File: config.mk
export PLATFORM = sky130hd
export DESIGN_NAME = snd_bus_decode
export DESIGN_NICKNAME = d
export VERILOG_FILES = /design/src/rtl/snd_map_pkg.sv /design/src/rtl/snd_bus_decode.sv
export SDC_FILE = /design/constraint.sdc
export NUM_CORES = 1
export LEC_CHECK = 0
export ABC_CLOCK_PERIOD_IN_PS = 1100
export CAP_MARGIN = 20
export CELL_PAD_IN_SITES_DETAIL_PLACEMENT = 0
export CELL_PAD_IN_SITES_GLOBAL_PLACEMENT = 1
export CORE_AREA = 2 2 39 41
export DETAILED_ROUTE_END_ITERATION = 10
export DIE_AREA = 0 0 41 43
export DONT_BUFFER_PORTS = 1
export PLACE_DENSITY = 0.78
export SLEW_MARGIN = 25
export SYNTH_ARGS = -nofsm -noshare
export SYNTH_HDL_FRONTEND = slang
export SYNTH_SLANG_ARGS = --single-unit
File: constraint.sdc
create_clock -name vclk -period 1.1
set_input_delay 0.11 -clock vclk [all_inputs]
set_output_delay 0.11 -clock vclk [all_outputs]
set_load 0.02 [all_outputs]
File: src/rtl/snd_map_pkg.sv
// sound bus memory map, region codes and tone generator constants
package snd_map_pkg;

    // decoded bus regions, reg_none when no cycle is running
    typedef enum logic [2:0] {
        reg_rom,
        reg_tone,
        reg_mcu,
        reg_ram,
        reg_latch,
        reg_none
    } bus_region_e;

    localparam int ram_aw       = 11;   // 2 KB work ram
    localparam int region_shift = 13;   // region field is addr[15:13]

    // region field codes, rom is anything below rgn_tone (0xx)
    localparam logic [2:0] rgn_tone  = 3'b100;
    localparam logic [2:0] rgn_mcu   = 3'b101;
    localparam logic [2:0] rgn_ram   = 3'b110;
    localparam logic [2:0] rgn_latch = 3'b111;

    // tone generator
    localparam int tone_regs    = 4;    // two periods, two volumes
    localparam int sample_div   = 64;   // clocks per output sample
    localparam int sample_div_w = $clog2(sample_div);
    localparam int vol_shift    = 7;    // volume to amplitude

endpackage

File: src/rtl/snd_bus_decode.sv
// sound bus decoder, turns the address into region strobes and picks the read data
`timescale 1ns/10ps

module snd_bus_decode
    import snd_map_pkg::*;
(
    input  logic [15:0] bus_addr,
    input  logic        bus_req,
    input  logic        bus_we,
    input  logic [7:0]  ram_rdata,
    input  logic [7:0]  tone_rdata,
    input  logic [7:0]  rom_data,
    input  logic [7:0]  snd_latch,
    input  logic [7:0]  snd_din,
    output logic        rom_rd,
    output logic        ram_we,
    output logic        tone_we,
    output logic        snd_mcu_wr,
    output logic        snd_mcu_rd,
    output logic [7:0]  bus_rdata
);

    bus_region_e region;

    // region from the top three address bits, only during a bus cycle
    always_comb begin
        region = reg_none;
        if (bus_req) begin
            case (bus_addr[15:region_shift])
                rgn_tone:  region = reg_tone;
                rgn_mcu:   region = reg_mcu;
                rgn_ram:   region = reg_ram;
                rgn_latch: region = reg_latch;
                default:   region = reg_rom;   // 0xx
            endcase
        end
    end

    // one select per region, split by direction
    assign rom_rd     = (region == reg_rom) && !bus_we;    // rom is read only
    assign ram_we     = (region == reg_ram) && bus_we;
    assign tone_we    = (region == reg_tone) && bus_we;
    assign snd_mcu_wr = (region == reg_mcu) && bus_we;
    assign snd_mcu_rd = (region == reg_mcu) && !bus_we;

    // read mux, rom data when nothing else is selected
    always_comb begin
        case (region)
            reg_tone:  bus_rdata = tone_rdata;
            reg_latch: bus_rdata = snd_latch;  // command from the main cpu
            reg_ram:   bus_rdata = ram_rdata;  // registered in the ram
            reg_mcu:   bus_rdata = snd_din;
            default:   bus_rdata = rom_data;
        endcase
    end

endmodule

# --- Yosys cells after proc, flatten, opt, wreduce, memory -nomap -nowiden ---
# Index checks and enable logic that the tools add are counted.
totals:
  register_bits: 0
  inputBits: 58
  output_inout_bits: 13
  elab_cells: 18
classes:
  eq_ne: 8
  muxes: 3
  reduce_logical: 7
ops:
  columns: ["operator", "n"]
  rows:
  - ["$pmux 8 s4", 1]
  - ["$eq 3x3->1 const B", 5]
  - ["$pmux 3 s4", 1]
  - ["$eq 3x2->1 const B", 2]
  - ["$logic_and 1x1->1", 5]
  - ["$eq 3x1->1 const B", 1]
  - ["$logic_not 3->1", 1]
  - ["$mux 3", 1]
  - ["$logic_not 1->1", 1]

# --- Logic depth before layout (Yosys ltp) ---
depth:
  ltp_word: 5
  ltp_mapped: 5
  ltp_nobuf: 3

# --- Least setup slack after synthesis ---
# OpenSTA, ideal clock, no wires.
synth_timing:
  kind: "in2out"
  startpoint: "in bus_addr[14]"
  endpoint: "out bus_rdata[0]"
  t_arrival_ns: 1.008
  required_ns: 0.990
  path_slack_ns: -0.018
  stages: 5
  path_buffers: 2
  cell_sequence: "buf_6 and4_1 buf_6 a2bb2oi_1 a31oi_1"
synth_between:
  elab_chain_len: 5
  word_cells_on_any_way: 11
  cone_classes: "8 x eq/ne; 3 x mux"
synth_lines:
  columns: ["item", "line_no", "text"]
  rows:
  - ["start, declared", "snd_bus_decode.sv:7", "input logic [15:0] bus_addr,"]
  - ["$eq 3x3->1", "snd_bus_decode.sv:29", "case (bus_addr[15:region_shift])"]
  - ["$pmux 3 s4 (*)", "snd_bus_decode.sv:29", null]
  - ["$mux 3 (*)", "snd_bus_decode.sv:28", "if (bus_req) begin"]
  - ["$eq 3x2->1 (tied with other cells)", "snd_bus_decode.sv:48", "case (region)"]
  - ["$pmux 8 s4 (*)", "snd_bus_decode.sv:48", null]
  - ["end, declared", "snd_bus_decode.sv:20", "output logic [7:0] bus_rdata"]
# Every way passes the cells marked *; elsewhere a longest branch is shown, timed or not.

# --- Worst setup path in the final report ---
layout_timing:
  startpoint: "in bus_addr[14]"
  endpoint: "out bus_rdata[3]"
# The elaborated chain is that of the path after synthesis.

==> flow_summary.yaml <==
worst_setup_path:
  crit_family: "simple AND/OR/NAND/NOR gates"
  start_kind: "primary input"
  critPathMaxFanout: 12
  slowest_delay_ps: 380
  timing.critical_path.from: "bus_addr[14]"
  end_kind: "output port"
  cp_num_buf_inv: 1
  cpMaxStageDelayCell: "and4b_2"
  worstPathCellList: "and4b_2 > nand2_1 > a31oi_2 > buf_4"
  worstPathArrival_ps: 930
  required_ps: 990
  critPathKind: "primary input to output port"
route:
  routed_wl_um: 1170
  vias: 425
  final_antenna_net_count: 0
  routedWlPerCell_um: 17.2
  avgViaCountPerCell: 6.25
  dr.pass1.iters: 3
  initialDrtViolationCount: 1
  drc_errors: 0
logic_synthesis:
  seq_area_frac_synth: 0
  synth_nets: 109
  synth_cell_type_count: 16
  postSynthAreaPerCell_um2: 7.46
  ys_warn_count: 0
  synth_top_cell_area_share: 0.184
  syn_inst: 51
  synth_area_um2: 380
  yosysTopAreaCell: "mux2i_1"
  synth_area_leaders: "mux2i_1, a2bb2oi_1, a31oi_1, nand2_1, nor2_1"
worst_hold_path:
  hp-start: "bus_we"
  hold_end: "snd_mcu_rd"
  holdCritPathClass: "primary input to output port"
  min_path_cells: 2
floorplanning:
  rows: 14
  start_util: 0.275
  dieWidth_um: 41
  io_pins: 71
  die_y_um: 43
  coreArea_mm2: 0.00138
  die-area_mm2: 0.00176
place:
  dp.cells: 68
  io_buffer_count: 0
  hpwl_um: 938
  gp_congestion: 0.633
power_and_ir_drop:
  p_int_w: 0.0000910
  seqPwrFrac: 0
  p_clk_frac: 0
  p_switching_w: 0.0000908
  p_total_w: 0.000182
  p_sw_frac: 0.500
  power_leakage_nw: 0.169
  combPwrFrac: 1.000
  peakVddDrop_v: 0.000127
  powerDensity_mw_per_mm2: 395
global_route:
  grt_usage: 0.115
  grt_overflow: 0
  grt_pass1_vias: 356
  antenna_found_initial: 0
  grt_pass1_wl_um: 1410
  grt_max_degree: 18
sta:
  slew_headroom: 0.783
  finalCritPeriodShare: 0.947
  fmax_mhz: 960
  setup_tns_ps: 0
  finalSetupViolCount: 0
  final_hold_viol_count: 0
  tightest_slew_ps: 324
  fin_crit_ps: 1040
  rsz0062_at_grt: "false"
  drv_slew: 0
clocking:
  post_cts_buffers: 0
  ctsHoldBuffers: 0
  cts-resized-gates: 0
finish:
  register_area_um2: 0
  nNetsFinal: 112
  n_fill_cell: 144
  antenna_cells: 0
  finalNonFillerCells: 68
  flops_and_latches: 0
  clkbuf_count: 0
  drive_above_1_share: 0.365
  final_util: 0.333
  area_growth_pct: 21.1
run_status:
  outcome: "finished clean"
run:
  drv_cap: 0
-- stage by stage --
stage / worst slack (ps) / hold slack [ps] / instance area [um^2]
after floorplan: -18.5 / 298 / 418
after global placement: 44.9 / 387 / 460
after detailed placement: 39.9 / 390 / 460
after CTS: 38.1 / 389 / 460
after global routing: 4.81 / 394 / 460
final: 58.1 / 389 / 460
-- logic make-up (layout without fill, tap and decap cells) --
kind of cell / Yosys count / count (layout) / share of synthesized area
AND/OR/NAND/NOR: 22 / 22 / 0.322
AO/OA/AOI/OAI: 14 / 14 / 0.293
multiplexers: 9 / 9 / 0.273
buffers and inverters: 6 / 7 / 0.112
-- layout by cell type, fill, tap and decap left out, drive strengths merged --
cell type,synthesis,layout
a31oi,7,7
nand2,7,7
mux4,1,1
nor2,7,7
mux2,1,1
a2bb2oi,7,7
and4bb,1,1
and4,1,1
nor2b,1,1
buf,6,7
nor3b,1,1
mux2i,7,7
and2,2,2
and4b,2,2
-- routing by layer --
metal | share of wire | GRT usage
met1 | 0.35 | 0.118
met2 | 0.51 | 0.244
met3 | 0.14 | 0
met4 | 0 | 0
met5 | 0 | 0
-- power groups by stage --
stage / clock, W / combinational, W / sequential (W)
final: 0 / 0.000182 / 0
after global routing: 0 / 0.000197 / 0
after CTS: 0 / 0.000185 / 0
after detailed placement: 0 / 0.000185 / 0
after global placement: 0 / 0.000181 / 0
after floorplan: 0 / 0.000164 / 0
-- worst max path at each step --
stage / depth (start not counted) / to / slack [ps]
global placement: 4 / bus_rdata[3] / 40
detailed placement: 4 / bus_rdata[3] / 40
CTS: 4 / bus_rdata[3] / 40
floorplan: 5 / bus_rdata[7] / -20
finish: 4 / bus_rdata[3] / 60
global route: 4 / bus_rdata[3] / 5
-- Yosys cell counts --
library cell	count
nor3b_1	1
and2_1	2
a2bb2oi_2	1
and4_1	1
and4b_2	2
buf_2	4
nor2_1	7
a31oi_1	7
mux4_2	1
mux2i_1	7
mux2_2	1
nor2b_1	1
nand2_1	7
a2bb2oi_1	6
and4bb_2	1
buf_6	2
-- final cells by class --
| type | instances | area, um^2 | area share |
|---|---|---|---|
| Timing Repair Buffer | 7 | 65.1 | 0.141 |
| Multi-Input combinational cell | 45 | 375 | 0.815 |
| Tap cell | 16 | 20.0 | 0.0435 |
Power figures use the tool's default switching activity.
