--- config.mk ---
export PLATFORM = sky130hd
export DESIGN_NAME = snd_seq_core
export DESIGN_NICKNAME = d
export VERILOG_FILES = /design/src/rtl/snd_map_pkg.sv /design/src/rtl/snd_cpu_pkg.sv /design/src/rtl/snd_seq_core.sv
export SDC_FILE = /design/constraint.sdc
export NUM_CORES = 1
export LEC_CHECK = 0
export BUFFER_PORTS_ARGS = -buffer_cell sky130_fd_sc_hd__buf_2
export CORE_ASPECT_RATIO = 0.5
export CORE_MARGIN = 2
export CORE_UTILIZATION = 58
export DETAILED_ROUTE_END_ITERATION = 8
export GPL_TIMING_DRIVEN = 0
export PLACE_DENSITY_LB_ADDON = 0.05
export REMOVE_ABC_BUFFERS = 1
export SLEW_MARGIN = 20
export SYNTH_ARGS = -nofsm -noshare
export SYNTH_HDL_FRONTEND = slang
export SYNTH_SLANG_ARGS = --single-unit
--- constraint.sdc ---
create_clock -name rom_cs -period 4.7 [get_ports rom_cs]
set_clock_uncertainty 0.1 [all_clocks]
set_input_delay 0.47 -clock rom_cs [delete_from_list [all_inputs] [get_ports rom_cs]]
set_output_delay 0.47 -clock rom_cs [all_outputs]
set_load 0.01 [all_outputs]
--- src/rtl/snd_map_pkg.sv ---
// sound bus memory map, region codes and tone generator constants
package snd_map_pkg;

    // decoded bus regions, reg_none when no cycle is running
    typedef enum logic [2:0] {
        reg_rom,
        reg_tone,
        reg_mcu,
        reg_ram,
        reg_latch,
        reg_none
    } bus_region_e;

    localparam int ram_aw       = 11;   // 2 KB work ram
    localparam int region_shift = 13;   // region field is addr[15:13]

    // region field codes, rom is anything below rgn_tone (0xx)
    localparam logic [2:0] rgn_tone  = 3'b100;
    localparam logic [2:0] rgn_mcu   = 3'b101;
    localparam logic [2:0] rgn_ram   = 3'b110;
    localparam logic [2:0] rgn_latch = 3'b111;

    // tone generator
    localparam int tone_regs    = 4;    // two periods, two volumes
    localparam int sample_div   = 64;   // clocks per output sample
    localparam int sample_div_w = $clog2(sample_div);
    localparam int vol_shift    = 7;    // volume to amplitude

endpackage

--- src/rtl/snd_cpu_pkg.sv ---
// sound sequencer opcodes, fsm states and vector addresses
package snd_cpu_pkg;

    // one byte opcodes, operands follow low byte first
    typedef enum logic [7:0] {
        op_wait = 8'h00,    // park until nmi
        op_ldi  = 8'h01,    // acc = imm
        op_ld   = 8'h02,    // acc = mem[addr16]
        op_st   = 8'h03,    // mem[addr16] = acc
        op_addi = 8'h04,    // acc += imm
        op_xori = 8'h05,    // acc ^= imm
        op_jmp  = 8'h06,    // pc = addr16
        op_jnz  = 8'h07     // pc = addr16 if acc != 0
    } opcode_e;

    // sequencer steps
    typedef enum logic [2:0] {
        st_fetch,           // opcode byte from rom
        st_arg_lo,          // imm or address low byte
        st_arg_hi,          // address high byte
        st_exec,            // alu and branches
        st_mem,             // load/store cycle
        st_idle             // waiting for nmi
    } seq_state_e;

    localparam logic [15:0] reset_pc   = 16'h0000;
    localparam logic [15:0] nmi_vector = 16'h0066;  // same target as a z80 nmi

endpackage

--- src/rtl/snd_seq_core.sv ---
// accumulator sequencer, fetches from rom with wait states and runs loads, stores, jumps
`timescale 1ns/10ps

module snd_seq_core
    import snd_cpu_pkg::*;
    import snd_map_pkg::*;
(
    input  logic        rom_cs,
    input  logic        reset,
    input  logic        nmi_n,
    input  logic [7:0]  bus_rdata,
    input  logic        rom_ok,
    output logic [15:0] bus_addr,
    output logic [7:0]  bus_wdata,
    output logic        bus_req,
    output logic        bus_we
);

    seq_state_e  state;
    opcode_e     opcode;        // current instruction
    opcode_e     fetched;       // byte on the bus seen as opcode
    logic [15:0] pc;
    logic [15:0] operand;       // imm in [7:0] or full address
    logic [7:0]  acc;
    logic        nmi_q;         // nmi_n one clock late
    logic        nmi_pend;      // falling edge seen, not yet taken
    logic        ram_wait;      // first cycle of a ram load
    logic        ram_ld;
    logic        rom_cyc;
    logic        stall;
    logic        two_byte;

    assign fetched  = opcode_e'(bus_rdata);
    assign two_byte = (opcode == op_ldi) || (opcode == op_addi) || (opcode == op_xori);

    // bus follows the state, so a stall holds it for free
    always_comb begin
        bus_req  = 1'b0;
        bus_we   = 1'b0;
        bus_addr = pc;
        case (state)
            st_fetch, st_arg_lo, st_arg_hi: bus_req = 1'b1;   // instruction bytes
            st_mem: begin
                bus_req  = 1'b1;
                bus_addr = operand;
                bus_we   = (opcode == op_st);
            end
            default: bus_req = 1'b0;
        endcase
    end

    assign bus_wdata = acc;     // stores always write the accumulator

    // only rom reads wait for rom_ok
    assign rom_cyc = bus_req && !bus_we && (bus_addr[15:region_shift] < rgn_tone);
    assign stall   = rom_cyc && !rom_ok;

    // ram read data shows up a clock after the address
    assign ram_ld = (state == st_mem) && (opcode == op_ld)
                    && (operand[15:region_shift] == rgn_ram);

    // control: state, pc, nmi tracking
    always_ff @(posedge rom_cs) begin
        if (reset) begin
            state    <= st_fetch;
            pc       <= reset_pc;
            nmi_q    <= 1'b1;
            nmi_pend <= 1'b0;
            ram_wait <= 1'b0;
        end else begin
            nmi_q <= nmi_n;
            if (!stall) begin
                case (state)
                    st_fetch: begin
                        if (nmi_pend) begin
                            pc       <= nmi_vector;     // fetched byte is dropped
                            nmi_pend <= 1'b0;
                        end else begin
                            pc <= pc + 16'd1;
                            case (fetched)
                                op_ldi, op_addi, op_xori,
                                op_ld, op_st, op_jmp, op_jnz: state <= st_arg_lo;
                                default: state <= st_idle;  // op_wait and unknown codes
                            endcase
                        end
                    end
                    st_arg_lo: begin
                        pc    <= pc + 16'd1;
                        state <= two_byte ? st_exec : st_arg_hi;
                    end
                    st_arg_hi: begin
                        pc    <= pc + 16'd1;
                        state <= st_exec;
                    end
                    st_exec: begin
                        state <= st_fetch;
                        case (opcode)
                            op_ld, op_st: state <= st_mem;
                            op_jmp:       pc <= operand;
                            op_jnz:       if (acc != 8'd0) pc <= operand;
                            default:      state <= st_fetch;   // alu ops done here
                        endcase
                    end
                    st_mem: begin
                        if (ram_ld && !ram_wait) begin
                            ram_wait <= 1'b1;       // one more cycle for ram data
                        end else begin
                            ram_wait <= 1'b0;
                            state    <= st_fetch;
                        end
                    end
                    st_idle: if (nmi_pend) state <= st_fetch;
                    default: state <= st_fetch;
                endcase
            end
            // a new edge wins over the clear above
            if (nmi_q && !nmi_n) nmi_pend <= 1'b1;
        end
    end

    // datapath registers
    always_ff @(posedge rom_cs) begin
        if (!stall) begin
            case (state)
                st_fetch:  opcode        <= fetched;
                st_arg_lo: operand[7:0]  <= bus_rdata;
                st_arg_hi: operand[15:8] <= bus_rdata;
                st_exec: begin
                    case (opcode)
                        op_ldi:  acc <= operand[7:0];
                        op_addi: acc <= acc + operand[7:0];
                        op_xori: acc <= acc ^ operand[7:0];
                        default: acc <= acc;
                    endcase
                end
                st_mem: if (opcode == op_ld && !(ram_ld && !ram_wait)) acc <= bus_rdata;
                default: acc <= acc;
            endcase
        end
    end

endmodule

---- Word-level counts from Yosys, hierarchy flattened ----
Index checks and enable logic that the tools add are counted.
W data, S select, Z words.
word-level totals
  register bits after elaboration ......... 54
  input bits .............................. 12
  output and inout bits ................... 26
  word-level logic and storage cells ...... 95
cells by class
  add/sub/neg operators ................... 2
  magnitude comparators ................... 1
  eq/ne operators ......................... 28
  multiplexer cells ....................... 21
  bitwise logic cells ..................... 2
  reductions and logical operators ........ 32
operator list
  operator                 number
  $eq A8 B3 Y1 const B     8
  $mux W16                 3
  $pmux W16 S3             1
  $eq A8 B2 Y1 const B     4
  $pmux W16 S2             1
  $pmux W8 S3              1
  $pmux W3 S6              1
  $add A16 B1 Y16 const B  1
  $eq A8 B1 Y1 const B     2
  $pmux W8 S2              1
  $mux W3                  5
  $reduce_and A4 Y1        3
  $reduce_and A2 Y1        5
  $eq A3 B3 Y1 const B     3
  $add A8 B8 Y8            1
  $logic_and A1 B1 Y1      8
  $mux W8                  1
  $reduce_bool A8 Y1       1
  $xor A8 B8 Y8            1
  $mux W1                  7
  $reduce_or A7 Y1         1
  $eq A3 B2 Y1 const B     2
  $ne A2 B2 Y1 const B     3
  $logic_not A1 Y1         5
  other kinds (13)         17

---- Logic depth before layout (Yosys ltp) ----
  depth in word-level cells ............... 8
  depth in mapped cells ................... 8
  gate-level depth less buffers ........... 7

---- Worst setup path before layout ----
OpenSTA, ideal clock, no wires.
  path kind ............................... reg2reg
  start point ............................. register state[0]
  end point ............................... register operand[0] (enable)
  setup time .............................. 0.402 ns
  arrival time ............................ 1.747 ns
  slack ................................... 2.451 ns
  stages on the path, launching flop included .. 4
  path buffers ............................ 2
  clock period less this slack ............ 2.249 ns
  cells stage by stage .................... dfxtp_1 -> buf_6 -> clkbuf_1 -> nor4b_1
on the way
  cells in the longest elaborated chain, start to end .. 8
  elaborated cells between the ends (all ways) .. 15
  those cells by class .................... order compare (1); eq/ne (3); mux (3); bitwise (1); reduce/logical (7)
ends and longest elaborated chain
  item                                                                  line                 RTL
  start, declared                                                       snd_seq_core.sv:19   seq_state_e state;
  start signal, assigned                                                snd_seq_core.sv:65   state <= st_fetch;
  start signal, assigned                                                snd_seq_core.sv:82   op_ld, op_st, op_jmp, op_jnz: state <= st_arg_lo;
  start signal, assigned                                                snd_seq_core.sv:83   default: state <= st_idle;
  parallel branches: the longest is 7 deep, another holds $lt A3 B3 Y1  --
  $reduce_and A2 Y1 (no line) (*)                                       --
  end signal, assigned                                                  snd_seq_core.sv:126  st_arg_lo: operand[7:0] <= bus_rdata;
  end, declared                                                         snd_seq_core.sv:23   logic [15:0] operand;
Every way passes the cells marked *.
A chain may end at the register's enable or synchronous reset.

---- Worst setup path in the final report ----
  start point ............................. register state[2]
  end point ............................... output bus_addr[5]
on the way
  cells in the longest elaborated chain, start to end .. 2
ends and longest elaborated chain
  item           line                RTL
  $eq A3 B3 Y1   snd_seq_core.sv:41  case (state)
  $mux W16       snd_seq_core.sv:41
  end, declared  snd_seq_core.sv:13  output logic [15:0] bus_addr,
Every way passes these cells.

==> parameters.txt <==
Parameter                              Value

Timing
  Highest clock frequency the design can meet    345.6 MHz
  Count of pins over their slew limit    0
  Transition time of the tightest slew-check pin    0.9192 ns
  Final worst-path cycle share    61.57%
  Max-slew headroom at the worst pin    38.72%
  Post-layout minimum cycle time    2.894 ns
  Unrepaired setup endpoints after global routing    false
  Final setup violating endpoints    0
  Worst Slack Setup Final    1.806 ns
  Total Negative Setup Slacks    0 ns
  Final number of hold-violating endpoints    0

Synth
  Fraction of registers with async set/reset    0%
  Gate count after technology mapping    370
  Share of the synthesized area in the top cell type    29.04%
  Fraction of the yosys area taken by sequential cells    42.34%
  Number of flops mapped to enable cells by yosys    32
  Number of register bits inferred by synthesis    54
  Most common library cells after synthesis    nand2_1 (67), edfxtp_1 (32), nor2_1 (32), a21oi_1 (27), dfxtp_1 (22)
  Avg Synthesized Cell Area    8.944 sq um
  Mapped Area    3309 sq um
  Most common cell in the synthesized netlist    nand2_1
  Post-synthesis cell type with the largest combined area    edfxtp_1
  Warning count from the yosys run    0
  Synth unique cells    66
  Primary FF master, synth    edfxtp_1
  Largest cells by area after synthesis    edfxtp_1 (29%), dfxtp_1 (13%), nand2_1 (7.6%)

Global route
  Initial antenna violation count    0
  Via count of the first global-routing pass    2680
  Largest net degree at the start of global routing    27
  Grt ovf    0
  Global-route wire length before repair    13760 um
  Overall routing resource usage    27.81%

Critical path
  Internal reg-to-reg setup slack    1.92 ns
  Largest stage delay on the critical path    0.74 ns
  Crit-path slowest cell    nor3b_4
  Worst R2R Path Depth    4
  Launching element type of the critical path    register
  Kind of end point of the critical path    output pin
  Class of the most critical setup path    register to output pin
  Required time reported for the critical path endpoint    4.13 ns
  Cell Chain, Critical Path    nor3b_4 > buf_8 > nand2_1 > o21ai_0 > buf_2
  Peak fanout along the critical path    20
  Worst endpoint data arrival time    2.32 ns

Finish
  Synthesis-to-layout area growth    11.42%
  Non-Filler Instances    471
  Layout cell share with drive strength beyond 1    18.34%
  Number of nets in the layout    418
  Count of antenna diodes in the layout    0

Pwr
  Switching part of the total power    37.58%
  Internal Dissipation    953.2 uW
  Clock power frac    24.4%
  Maximum ir drop on the vdd rail    0.3005 mV
  Fraction of power consumed by sequential logic    43.1%
  Switching pwr    573.8 uW
  Leakage dissipation    0.001365 uW
  Combinational share of power    32.5%
  Total power divided by cell area    414.1 nW/um^2

Routing
  DR WL/cell    18.44 um
  Overall via count from detail_route    3001
  Post-DR vias/cell    6.372
  Detailed router's first-iteration violation count    459
  Wire length reported by the detailed router    8686 um
  DRC Markers    0
  Drt pass-1 iters    5
  Antenna Violating Nets Remaining    0

Clock tree
  Number of gates resized after CTS    0
  Maximum buffer depth of the clock tree    2
  Worst skew pair latency    0.30 ns
  Register clock-pin slew on the reported worst setup and hold paths    0.07 ns
  Hold buffer count at CTS    0
  Number of buffers inserted during clock tree synthesis    5
  Post-CTS setup buffers    0
  Clock H-tree levels    2
  CTS tree    done
  CTS Root Buffer Type    clkbuf_16
  Clk sink count    54

Hold path
  Cell depth of the worst hold path    2
  Worst min-delay path class    input pin to register

Floorplanning
  Top Ports    38
  Initial core utilization    60.26%
  Core region area    5492 sq um
  Full die area    6363 sq um
  Die Width    110.8 um
  Row count    19
  Die boundary height    57.42 um

Place
  Routability Congestion    0.9363
  Inst Count DP    463
  Pre-CTS setup slack    1.896 ns
  Number of buffer cells added on primary ports    37
  HPWL reported at the end of detailed placement    6071 um

Flow run
  Number of max-capacitance violations reported    0

Outcome
  Run status    finished clean
final cells by class:
| type | instances | area (sq um) |
|---|---|---|
| clock inverter | 3 | 20.02 |
| inverter | 5 | 18.77 |
| fill | 443 | 1804 |
| clock buffer | 5 | 125.1 |
| tap | 73 | 91.34 |
| multi-input combinational | 291 | 1818 |
| sequential | 54 | 1401 |
| timing repair buffer | 40 | 212.7 |
power by group through the flow:
stage               Combinational [uW]  Sequential, uW  Clock (uW)
floorplan                          330             634           0
detailed placement                 489             665           0
finish                             496             659         372
CTS                                493             654         375
global placement                   454             657           0
global route                       547             667         397
worst paths after layout:
path                            startpoint            to
worst max-delay path              state[2]   bus_addr[5]
worst max register to register    state[2]  bus_wdata[7]
worst min register to register       nmi_q      nmi_pend
worst min-delay path                 nmi_n         nmi_q
critical path: cells and delay by family, from the launching register on:
kind,cells,cell delay (ns)
and+or+nand+nor,2,0.81
DFF,1,0.65
buffers and inverters,2,0.45
AOI/OAI and AO/OA,1,0.13
metrics by stage:
step           hold slack [ns]  util, %  total power [uW]  cell area, sq um
3_5_place_dp            0.3640    64.43              1154              3538
4_1_cts                 0.2727    67.08              1522              3684
2_1_floorplan           0.3290        -             963.9              3216
5_1_grt                 0.2754    67.15              1610              3687
3_3_place_gp            0.3523    63.59              1111              3492
6_report                0.2738    67.15              1527              3687
cell families (layout without fill, tap and decap cells):
group | after synthesis | count (layout) | share of synthesized area [%]
xor gates and xnor gates | 1 | 1 | 0.2647
adders and majority gates | 9 | 9 | 3.630
and+or+nand+nor | 179 | 179 | 28.70
AOI/OAI and AO/OA | 97 | 97 | 20.15
DFF | 54 | 54 | 42.34
muxes | 5 | 5 | 1.512
buffers and inverters | 25 | 53 | 3.402
layer usage:
layer	up-vias	GRT usage (%)	share of wire, %
met5	-	0	0
met4	0	6.250	0.51
met3	9	5.632	7.6
met2	135	43.21	45
met1	1427	40.80	47
li1	1430	-	-
cell usage in the layout, fill, tap and decap left out, types with 2 or more instances in the layout:
master,Yosys,layout
o31ai_1,2,2
dfxtp_1,22,22
inv_1,5,5
nor4_4,3,3
o21a_1,2,2
a22o_1,2,2
nand3_1,8,8
nand2_1,67,67
nor4b_1,4,3
a211oi_1,4,4
nor2_1,32,32
o32ai_2,3,3
clkbuf_16,0,5
a21oi_1,27,27
or3b_4,2,2
a221oi_1,4,4
nor4_2,1,2
or3_1,3,3
buf_2,3,38
nand2b_1,10,10
and3_1,3,3
a21o_1,5,5
or2_2,2,2
nor4_1,4,3
nor2b_1,3,3
a31oi_1,2,2
edfxtp_1,32,32
a32o_1,4,4
o21ai_1,6,5
ha_1,8,8
mux2i_1,5,5
nor3_1,16,16
and2_1,4,4
nand3b_1,2,2
nand4_1,3,3
o21ai_0,21,21
registers in the layout, indices dropped and copies added, names as in the netlist:
register,flops
ram_wait,1
nmi_q,1
bus_wdata,8
operand,16
pc,16
state,3
nmi_pend,1
opcode,8
Note: power is estimated with default switching activity, not from simulation.
