### src/rtl/snd_map_pkg.sv
// sound bus memory map, region codes and tone generator constants
package snd_map_pkg;

    // decoded bus regions, reg_none when no cycle is running
    typedef enum logic [2:0] {
        reg_rom,
        reg_tone,
        reg_mcu,
        reg_ram,
        reg_latch,
        reg_none
    } bus_region_e;

    localparam int ram_aw       = 11;   // 2 KB work ram
    localparam int region_shift = 13;   // region field is addr[15:13]

    // region field codes, rom is anything below rgn_tone (0xx)
    localparam logic [2:0] rgn_tone  = 3'b100;
    localparam logic [2:0] rgn_mcu   = 3'b101;
    localparam logic [2:0] rgn_ram   = 3'b110;
    localparam logic [2:0] rgn_latch = 3'b111;

    // tone generator
    localparam int tone_regs    = 4;    // two periods, two volumes
    localparam int sample_div   = 64;   // clocks per output sample
    localparam int sample_div_w = $clog2(sample_div);
    localparam int vol_shift    = 7;    // volume to amplitude

endpackage

### src/rtl/snd_tone_gen.sv
// two channel square tone generator with register file and sample strobe
`timescale 1ns/10ps

module snd_tone_gen
    import snd_map_pkg::*;
(
    input  logic               rom_cs,
    input  logic               reset,
    input  logic               we,
    input  logic [1:0]         reg_addr,
    input  logic [7:0]         wdata,
    output logic [7:0]         rdata,
    output logic               sample,
    output logic signed [15:0] left,
    output logic signed [15:0] right
);

    logic [7:0]              regs [tone_regs];  // 0,1 periods; 2,3 volumes
    logic [sample_div_w-1:0] div_cnt;
    logic                    tick;
    logic [7:0]              ch_cnt   [2];      // samples into current half wave
    logic [7:0]              cnt_next [2];
    logic [1:0]              phase;             // 1 means positive half
    logic [1:0]              ph_next;
    logic signed [15:0]      amp      [2];

    assign rdata = regs[reg_addr];
    assign tick  = (div_cnt == sample_div_w'(sample_div - 1));

    // next counter and phase per channel, used on tick
    always_comb begin
        for (int ch = 0; ch < 2; ch++) begin
            cnt_next[ch] = ch_cnt[ch] + 8'd1;
            ph_next[ch]  = phase[ch];
            if (regs[ch] == 8'd0) begin
                cnt_next[ch] = 8'd0;        // period 0 parks high
                ph_next[ch]  = 1'b1;
            end else if (ch_cnt[ch] >= regs[ch]) begin
                cnt_next[ch] = 8'd0;        // period+1 samples per half
                ph_next[ch]  = ~phase[ch];
            end
            amp[ch] = 16'(regs[2 + ch]) << vol_shift;
        end
    end

    always_ff @(posedge rom_cs) begin
        if (reset) begin
            for (int i = 0; i < tone_regs; i++) regs[i] <= 8'd0;
            div_cnt   <= '0;
            ch_cnt[0] <= 8'd0;
            ch_cnt[1] <= 8'd0;
            phase     <= 2'b00;
            sample    <= 1'b0;
            left      <= 16'sd0;
            right     <= 16'sd0;
        end else begin
            if (we) regs[reg_addr] <= wdata;
            sample  <= tick;                // outputs move with this pulse
            div_cnt <= tick ? '0 : div_cnt + 1'b1;
            if (tick) begin
                ch_cnt <= cnt_next;
                phase  <= ph_next;
                left   <= ph_next[0] ? amp[0] : -amp[0];
                right  <= ph_next[1] ? amp[1] : -amp[1];
            end
        end
    end

endmodule

### config.mk
export PLATFORM = sky130hd
export DESIGN_NAME = snd_tone_gen
export DESIGN_NICKNAME = d
export VERILOG_FILES = /design/src/rtl/snd_map_pkg.sv /design/src/rtl/snd_tone_gen.sv
export SDC_FILE = /design/constraint.sdc
export NUM_CORES = 1
export LEC_CHECK = 0
export BUFFER_PORTS_ARGS = -buffer_cell sky130_fd_sc_hd__buf_4
export CAP_MARGIN = 20
export CELL_PAD_IN_SITES_DETAIL_PLACEMENT = 0
export CELL_PAD_IN_SITES_GLOBAL_PLACEMENT = 1
export CORE_ASPECT_RATIO = 1.2
export CORE_UTILIZATION = 25
export CTS_BUF_LIST = sky130_fd_sc_hd__clkbuf_16
export DETAILED_ROUTE_END_ITERATION = 16
export PLACE_DENSITY = 0.59
export SLEW_MARGIN = 20
export SYNTH_ARGS = -nofsm -noshare
export SYNTH_HDL_FRONTEND = slang
export SYNTH_SLANG_ARGS = --single-unit
### constraint.sdc
create_clock -name rom_cs -period 3.8 [get_ports rom_cs]
set_input_delay 0.38 -clock rom_cs [delete_from_list [all_inputs] [get_ports rom_cs]]
set_output_delay 0.38 -clock rom_cs [all_outputs]
set_load 0.02 [all_outputs]
Word-level counts from Yosys, hierarchy flattened
Memories as Yosys holds them, arrays and structs flattened.
Cells that the tools add are included.
{"block": "op_classes", "muxes": 18, "add_sub_neg": 5, "n_bitwise": 2, "eq_ne": 1, "order_cmp": 2, "reduce_logical": 4}
{"operator": "8-bit two-way mux", "count": 5}
{"operator": "16-bit two-way mux", "count": 2}
{"operator": "15-bit negation with 16-bit output", "count": 2}
{"operator": "8-bit by 1-bit adder with 8-bit output (second input constant)", "count": 2}
{"operator": "8-bit >= comparator", "count": 2}
{"operator": "8-bit logical NOT", "count": 2}
{"operator": "1-bit two-way mux", "count": 10}
{"operator": "8-bit OR reduction", "count": 1}
{"operator": "6-bit by 1-bit adder with 6-bit output (second input constant)", "count": 1}
{"operator": "6-bit == test (second input constant)", "count": 1}
{"operator": "2-bit two-way mux", "count": 1}
{"operator": "1-bit NOT", "count": 2}
{"operator": "2-bit OR reduction", "count": 1}
{"block": "totals", "output_inout_bits": 41, "memories": 1, "word_cells": 40, "regBits": 57, "mem_bits_rw": 32}
{"memory": "regs", "words": 4, "width": 8, "rd": 5, "rd_clocked_by_memory_dff": 0, "write_ports": 4, "line_no": "snd_tone_gen.sv:18", "source": "logic [7:0] regs [tone_regs];"}

Longest topological paths before layout
Gate-level depths: netlist of the first run.
{"block": "logic_depth", "word_depth": 5, "ltp_mapped": 9}

Least setup slack after synthesis of the first run
No wires, ideal clock.
{"block": "synth_timing", "path_kind": "reg2reg", "from": "register ch_cnt[8] in the netlist's numbering", "to": "register left[10]", "arrival_time_ns": 1.968, "slack_ns": 1.710, "path_buffers": 0, "path_stages_with_launch": 9, "synth_period_minus_slack_ns": 2.090, "cell_sequence": "dfxtp_1 inv_1 ha_1 nand2b_4 a2111oi_4 o31a_2 mux2i_1 o211a_1 a221o_1"}
{"block": "synth_via", "elab_chain_len": 4}
{"element": "from (decl)", "line_no": "snd_tone_gen.sv:21", "source": "logic [7:0] ch_cnt [2];"}
{"element": "from (signal assigned)", "line_no": "snd_tone_gen.sv:61", "source": "ch_cnt <= cnt_next;"}
{"element": "8-bit >= comparator", "line_no": "snd_tone_gen.sv:38", "source": "end else if (ch_cnt[ch] >= regs[ch]) begin"}
{"element": "1-bit two-way mux", "line_no": "snd_tone_gen.sv:38"}
{"element": "1-bit two-way mux", "line_no": "snd_tone_gen.sv:35", "source": "if (regs[ch] == 8'd0) begin"}
{"element": "16-bit two-way mux", "line_no": "snd_tone_gen.sv:63", "source": "left <= ph_next[0] ? amp[0] : -amp[0];"}
{"element": "to (signal assigned)", "line_no": "snd_tone_gen.sv:63"}
{"element": "to (decl)", "line_no": "snd_tone_gen.sv:14", "source": "output logic signed [15:0] left,"}
No other way between the ends.
A chain may end at the register's enable or synchronous reset.

Worst setup path in the final report of the first run
{"block": "layout_timing", "from": "register ch_cnt[8] in the netlist's numbering", "to": "register left[13]"}
The elaborated chain is that of the path after synthesis.

==> flow_summary.yaml, run 1 <==
setup_path:
  crit_arrival_ns: 2.55
  cp_slowest_cell: "dfxtp_1"
  regToRegSetupSlack_ns: 1.53
  slowest_delay_ns: 0.41
  critPathBufInv: 1
  reg2reg_from: "ch_cnt[8]"
  cp_top_family: "compound AO/OA/AOI/OAI gates"
  critPathKind: "register to register"
  reg2reg_to: "left[13]"
  path_max_fanout: 7
  cp.required_ns: 4.08
  cp-end-kind: "register"
  crit_path_start_kind: "register"
  ff2ff_path_depth: 8
  worstPathCellList: "inv_1 -> ha_1 -> nand2b_4 -> a2111oi_4 -> o31a_2 -> xnor2_1 -> nor2_1 -> a221o_1"
timing:
  setup_viol: 0
  worstMarginPinSlew_ns: 0.718
  finClkSkew_ns: 0.00515
  min_period_ns: 2.27
  hold_slack_ns: 0.359
  rsz0062_at_grt: "false"
  final-hold-violation-count: 0
  slew_violations: 0
  period_share_pct: 59.8
  tns_ns: 0
  slew_headroom_pct: 52.0
  fmax_mhz: 440
global_route:
  grt_pass1_vias: 3008
  grt_util_all_layers_pct: 12.8
  grt_max_degree: 25
  antenna_found_initial: 0
  grt-ovfl-total: 0
  grt_pass1_wl_um: 16600
synthesis:
  syn_inst: 405
  synth.cell_area_sq_mm: 0.00417
  synth_seq_area_share_pct: 43.7
  synth.distinct_cells: 63
  dominantRegCellSynth: "dfxtp_1"
  syn_area_per_cell_sq_um: 10.3
  synth-seq-cells: 75
  async_flop_share_pct: 0
  synth_edf_count: 32
  synth-warning-count: 0
die:
  core-area_sq_mm: 0.0163
  die_area_sq_mm: 0.0172
  core.rowCount: 51
  dieWidth_um: 120
  fp.dieH_um: 144
  io_pins: 54
  initial_core_util_pct: 25.6
drt:
  wl_per_cell_um: 15.8
  firstDrtPassIters: 4
  vias: 3102
  ant_nets: 0
  drc: 0
  postRouteWirelength_um: 10500
  vias_per_cell: 4.67
  initialDrtViolationCount: 120
hold_path:
  hold_end: "regs[2][6]"
  min_path_type: "input port to register"
  hp-start: "wdata[6]"
  whs_path_depth: 2
clock_network:
  cts-root-buf: "clkbuf_16"
  clk_pin_slew_ns: 0.06
  cts_tree: "built"
  cts_inserted_buffers: 9
  cts_buffer_depth: 2
  ctsHoldBuffers: 0
  htree_levels: 3
  cts.sink_count: 75
  cts_setup_buffers: 0
  cts_resized: 0
  clk_latency_ns: 0.34
placed_design:
  place_congestion: 0.803
  port_buffers: 39
  dp_hpwl_um: 8220
layout:
  nFillCells: 1704
  drive_gt1_share_pct: 19.9
  diodes: 0
  syn_to_final_growth_pct: 18.3
  post-route-util_pct: 30.3
  layout.nets: 481
power:
  ir_drop_mv: 0.182
  power_density_mw_per_mm2: 392
  p_leak_nw: 2.01
job:
  maxCapViolCount: 0
run_status:
  status: "finished clean"
[logic make-up (layout without fill, tap and decap cells)]
logic type | count (synthesis) | count (layout) | synth area share (%)
AND/OR/NAND/NOR | 160 | 160 | 22.1
AO/OA/AOI/OAI | 80 | 80 | 14.5
flip-flops | 75 | 75 | 43.7
buffers and inverters | 47 | 81 | 6.15
adder cells (fa/ha/maj) | 21 | 21 | 6.30
multiplexers | 11 | 11 | 5.16
XOR/XNOR | 10 | 10 | 2.10
other | 1 | 14 | 0.0899
[placed cells by master (no fill, tap or decap), types with 3 or more instances in the layout]
master and n:
mux4_2 8, clkbuf_16 9, nor3b_1 7, or3_1 3
nor4_1 5, edfxtp_1 32, a21oi_1 25, buf_4 41
or2_2 4, inv_1 23, xor2_1 6, nand2b_1 4
and3_1 4, or4_1 3, ha_1 21, a221o_1 7
dfxtp_1 43, o211ai_1 4, o21ai_0 9, nand2_1 28
clkinv_2 3, and2_1 35, nor3_1 6, conb_1 14
nor2_1 24, nand3_1 20, a211o_1 3, a22o_1 3
a31oi_1 7, xnor2_1 4, o211a_1 3
[cell type report]
| class | instances | area (sq um) | share of cell area, % |
|---|---|---|---|
| tap | 212 | 265 | 5.38 |
| inverter | 24 | 103 | 2.08 |
| timing repair buffer | 41 | 308 | 6.24 |
| clock buffer | 9 | 225 | 4.57 |
| clock inverter | 7 | 68.8 | 1.39 |
| sequential | 75 | 1820 | 36.9 |
| multi-input combinational | 296 | 2140 | 43.4 |
[power breakdown]
group	switching, mW	internal, mW
sequential	0.0362	0.872
clock	0.345	0.506
combinational	0.103	0.0715
total	0.484	1.45
[Yosys cell counts (7+ instances only)]
cell type / instances / share of area (%)
inv_1: 23 / 2.1
nand2_1: 28 / 2.5
o21ai_0: 9 / 1.1
edfxtp_1: 32 / 23
nand3_1: 20 / 2.4
a21oi_1: 25 / 3.0
buf_4: 14 / 2.5
dfxtp_1: 43 / 21
a221o_1: 7 / 1.7
mux4_2: 8 / 4.3
nor2_1: 24 / 2.2
a31oi_1: 7 / 1.0
and2_1: 35 / 5.2
ha_1: 21 / 6.3
nor3b_1: 7 / 1.3
[metal layers]
metal	vias up	routed length (um)	GRT usage, %
met1	1483	4820	16.1
li1	1545	-	-
met5	-	0	0
met2	61	5160	21.5
met3	13	300	1.63
met4	0	224	6.05
[how the worst max path moves through the flow]
stage                     from        end  slack [ns]  depth (start not counted)
floorplan            ch_cnt[8]   left[10]        1.71                          8
global placement    regs[1][7]  right[14]        1.58                          8
detailed placement  regs[1][4]  right[14]        1.57                          8
CTS                 regs[1][4]  right[14]        1.54                          8
global route         ch_cnt[8]    left[9]        1.31                          8
finish               ch_cnt[8]   left[13]        1.53                          8
[worst reg2reg max path, delay by kind of cell (launching register included)]
| family | cells | cell delay (ns) |
|---|---|---|
| AOI/OAI and AO/OA | 3 | 0.83 |
| and+or+nand+nor | 2 | 0.55 |
| DFF | 1 | 0.41 |
| adders and majority gates | 1 | 0.28 |
| xor gates and xnor gates | 1 | 0.08 |
| buffers and inverters | 1 | 0.06 |
[flip-flops by register name (all words and copies together), names as in the netlist]
name and cells:
left 9, regs 32, sample 1, div_cnt 6, ch_cnt 16, right 9, phase 2
[through the flow]
step / setup slack, ns / std cells / power (mW) / area, sq um
CTS: 1.54 / 664 / 1.95 / 4930
finish: 1.53 / 664 / 1.93 / 4930
detailed placement: 1.57 / 648 / 1.10 / 4640
floorplan: 1.71 / 418 / 1.04 / 4220
global placement: 1.58 / 648 / 1.10 / 4640
global route: 1.31 / 664 / 2.01 / 4930
Note: power is estimated with default switching activity, not from simulation.
==> inputs of run 2 (changes only) <==
==> constraint.sdc (replaced) <==
create_clock -name rom_cs -period 2.4 [get_ports rom_cs]
set_input_delay 0.24 -clock rom_cs [delete_from_list [all_inputs] [get_ports rom_cs]]
set_output_delay 0.24 -clock rom_cs [all_outputs]
set_load 0.02 [all_outputs]
==> flow_summary.yaml, run 2 (synthesized netlist as in run 1, its figures left out) <==
timing:
  rsz0062_at_grt: "false"
  slew_headroom_pct: 52.1
  setup_viol: 0
  final-hold-violation-count: 0
  slew_violations: 0
  min_period_ns: 2.24
  finClkSkew_ns: 0.0102
  tns_ns: 0
  period_share_pct: 93.3
  worstMarginPinSlew_ns: 0.716
  fmax_mhz: 446
global_route:
  grt_pass1_wl_um: 17000
  antenna_found_initial: 0
  grt-ovfl-total: 0
  grt_util_all_layers_pct: 13.0
  grt_max_degree: 25
  grt_pass1_vias: 3139
layout:
  reg.largest.list: "regs (32), ch_cnt (16)"
  fin_cells: 670
  largest_reg_flops: 32
  regMostFlops: "regs"
  syn_to_final_growth_pct: 20.1
  layout.nets: 487
  final_common_cell: "buf_4"
  diodes: 0
  final_cell_mix: "buf_4, dfxtp_1, and2_1"
  drive_gt1_share_pct: 21.6
setup_path:
  cp.required_ns: 2.68
  path_depth: 8
  path_max_fanout: 6
  crit_arrival_ns: 2.52
  cp_top_family: "compound AO/OA/AOI/OAI gates"
  cp-end-kind: "register"
  critPathKind: "register to register"
  critPathBufInv: 1
  ff2ff_path_depth: 8
  worstPathCellList: "inv_1 -> ha_1 -> nand2b_4 -> a2111oi_4 -> o31a_2 -> mux2_4 -> nor2_2 -> a221o_1"
  cp_slowest_cell: "dfxtp_1"
  crit_path_start_kind: "register"
  slowest_delay_ns: 0.40
drt:
  wl_per_cell_um: 16.0
  vias_per_cell: 4.69
  firstDrtPassIters: 4
  vias: 3141
  ant_nets: 0
  postRouteWirelength_um: 10700
  drc: 0
  initialDrtViolationCount: 129
power:
  p_leak_nw: 2.06
  power_density_mw_per_mm2: 633
  ir_drop_mv: 0.271
hold_path:
  min_path_type: "input port to register"
  whs_path_depth: 2
job:
  maxCapViolCount: 0
placed_design:
  port_buffers: 39
  dp.cells: 652
  dp_hpwl_um: 8270
  place_congestion: 0.783
die:
  io_pins: 54
  fp.dieH_um: 144
  dieWidth_um: 120
  core.rowCount: 51
  die_area_sq_mm: 0.0172
  initial_core_util_pct: 25.6
  core-area_sq_mm: 0.0163
clock_network:
  cts.sink_count: 75
  ctsHoldBuffers: 0
  cts-root-buf: "clkbuf_16"
  clk_pin_slew_ns: 0.06
  cts_tree: "built"
  cts_inserted_buffers: 9
  cts_buffer_depth: 2
  clk_latency_ns: 0.34
  htree_levels: 3
run_status:
  status: "finished clean"
## run 2: layout make-up
| cell class | instances | area (sq um) |
|---|---|---|
| inverter | 24 | 103 |
| clock inverter | 7 | 92.6 |
| fill | 1689 | 11300 |
| clock buffer | 9 | 225 |
| timing repair buffer | 47 | 353 |
| multi-input combinational | 296 | 2150 |
| sequential | 75 | 1820 |
| tap | 212 | 265 |
## run 2: worst paths after layout
check             start         end  slack (ns)
min reg2reg  div_cnt[0]  div_cnt[0]        0.45
max           ch_cnt[8]     left[9]        0.16
max reg2reg   ch_cnt[8]     left[9]        0.16
min            wdata[1]  regs[3][1]        0.22
## run 2: where the power goes
group / switching (mW) / internal [mW] / total [mW]
combinational: 0.165 / 0.119 / 0.284
clock: 0.539 / 0.908 / 1.45
sequential: 0.0585 / 1.38 / 1.44
total: 0.763 / 2.41 / 3.17
## run 2: timing repair
action / 4_1_cts / 5_1_grt
resized for setup: 0 / 2
setup buffers: 0 / 2
endpoints found under the setup margin: 0 / 12
## run 2: metal layers
layer,wire [um],global-route usage [%],vias to the layer above,share of wire (%)
met5,0,0,-,0
met4,209,6.32,0,1.9
met3,311,1.47,10,2.9
met2,5400,22.6,60,50
met1,4820,16.0,1519,45
li1,-,-,1552,-
## run 2: metrics by stage
step / total power [mW] / hold slack (ns) / area [sq um] / util, % / worst slack (ns)
6_report: 3.17 / 0.216 / 5010 / 30.8 / 0.160
2_1_floorplan: 1.64 / 0.418 / 4220 / - / 0.310
4_1_cts: 3.20 / 0.209 / 4990 / 30.6 / 0.109
5_1_grt: 3.27 / 0.216 / 5010 / 30.8 / 0.0207
3_5_place_dp: 1.75 / 0.448 / 4670 / 28.7 / 0.129
3_3_place_gp: 1.75 / 0.430 / 4670 / 28.7 / 0.167
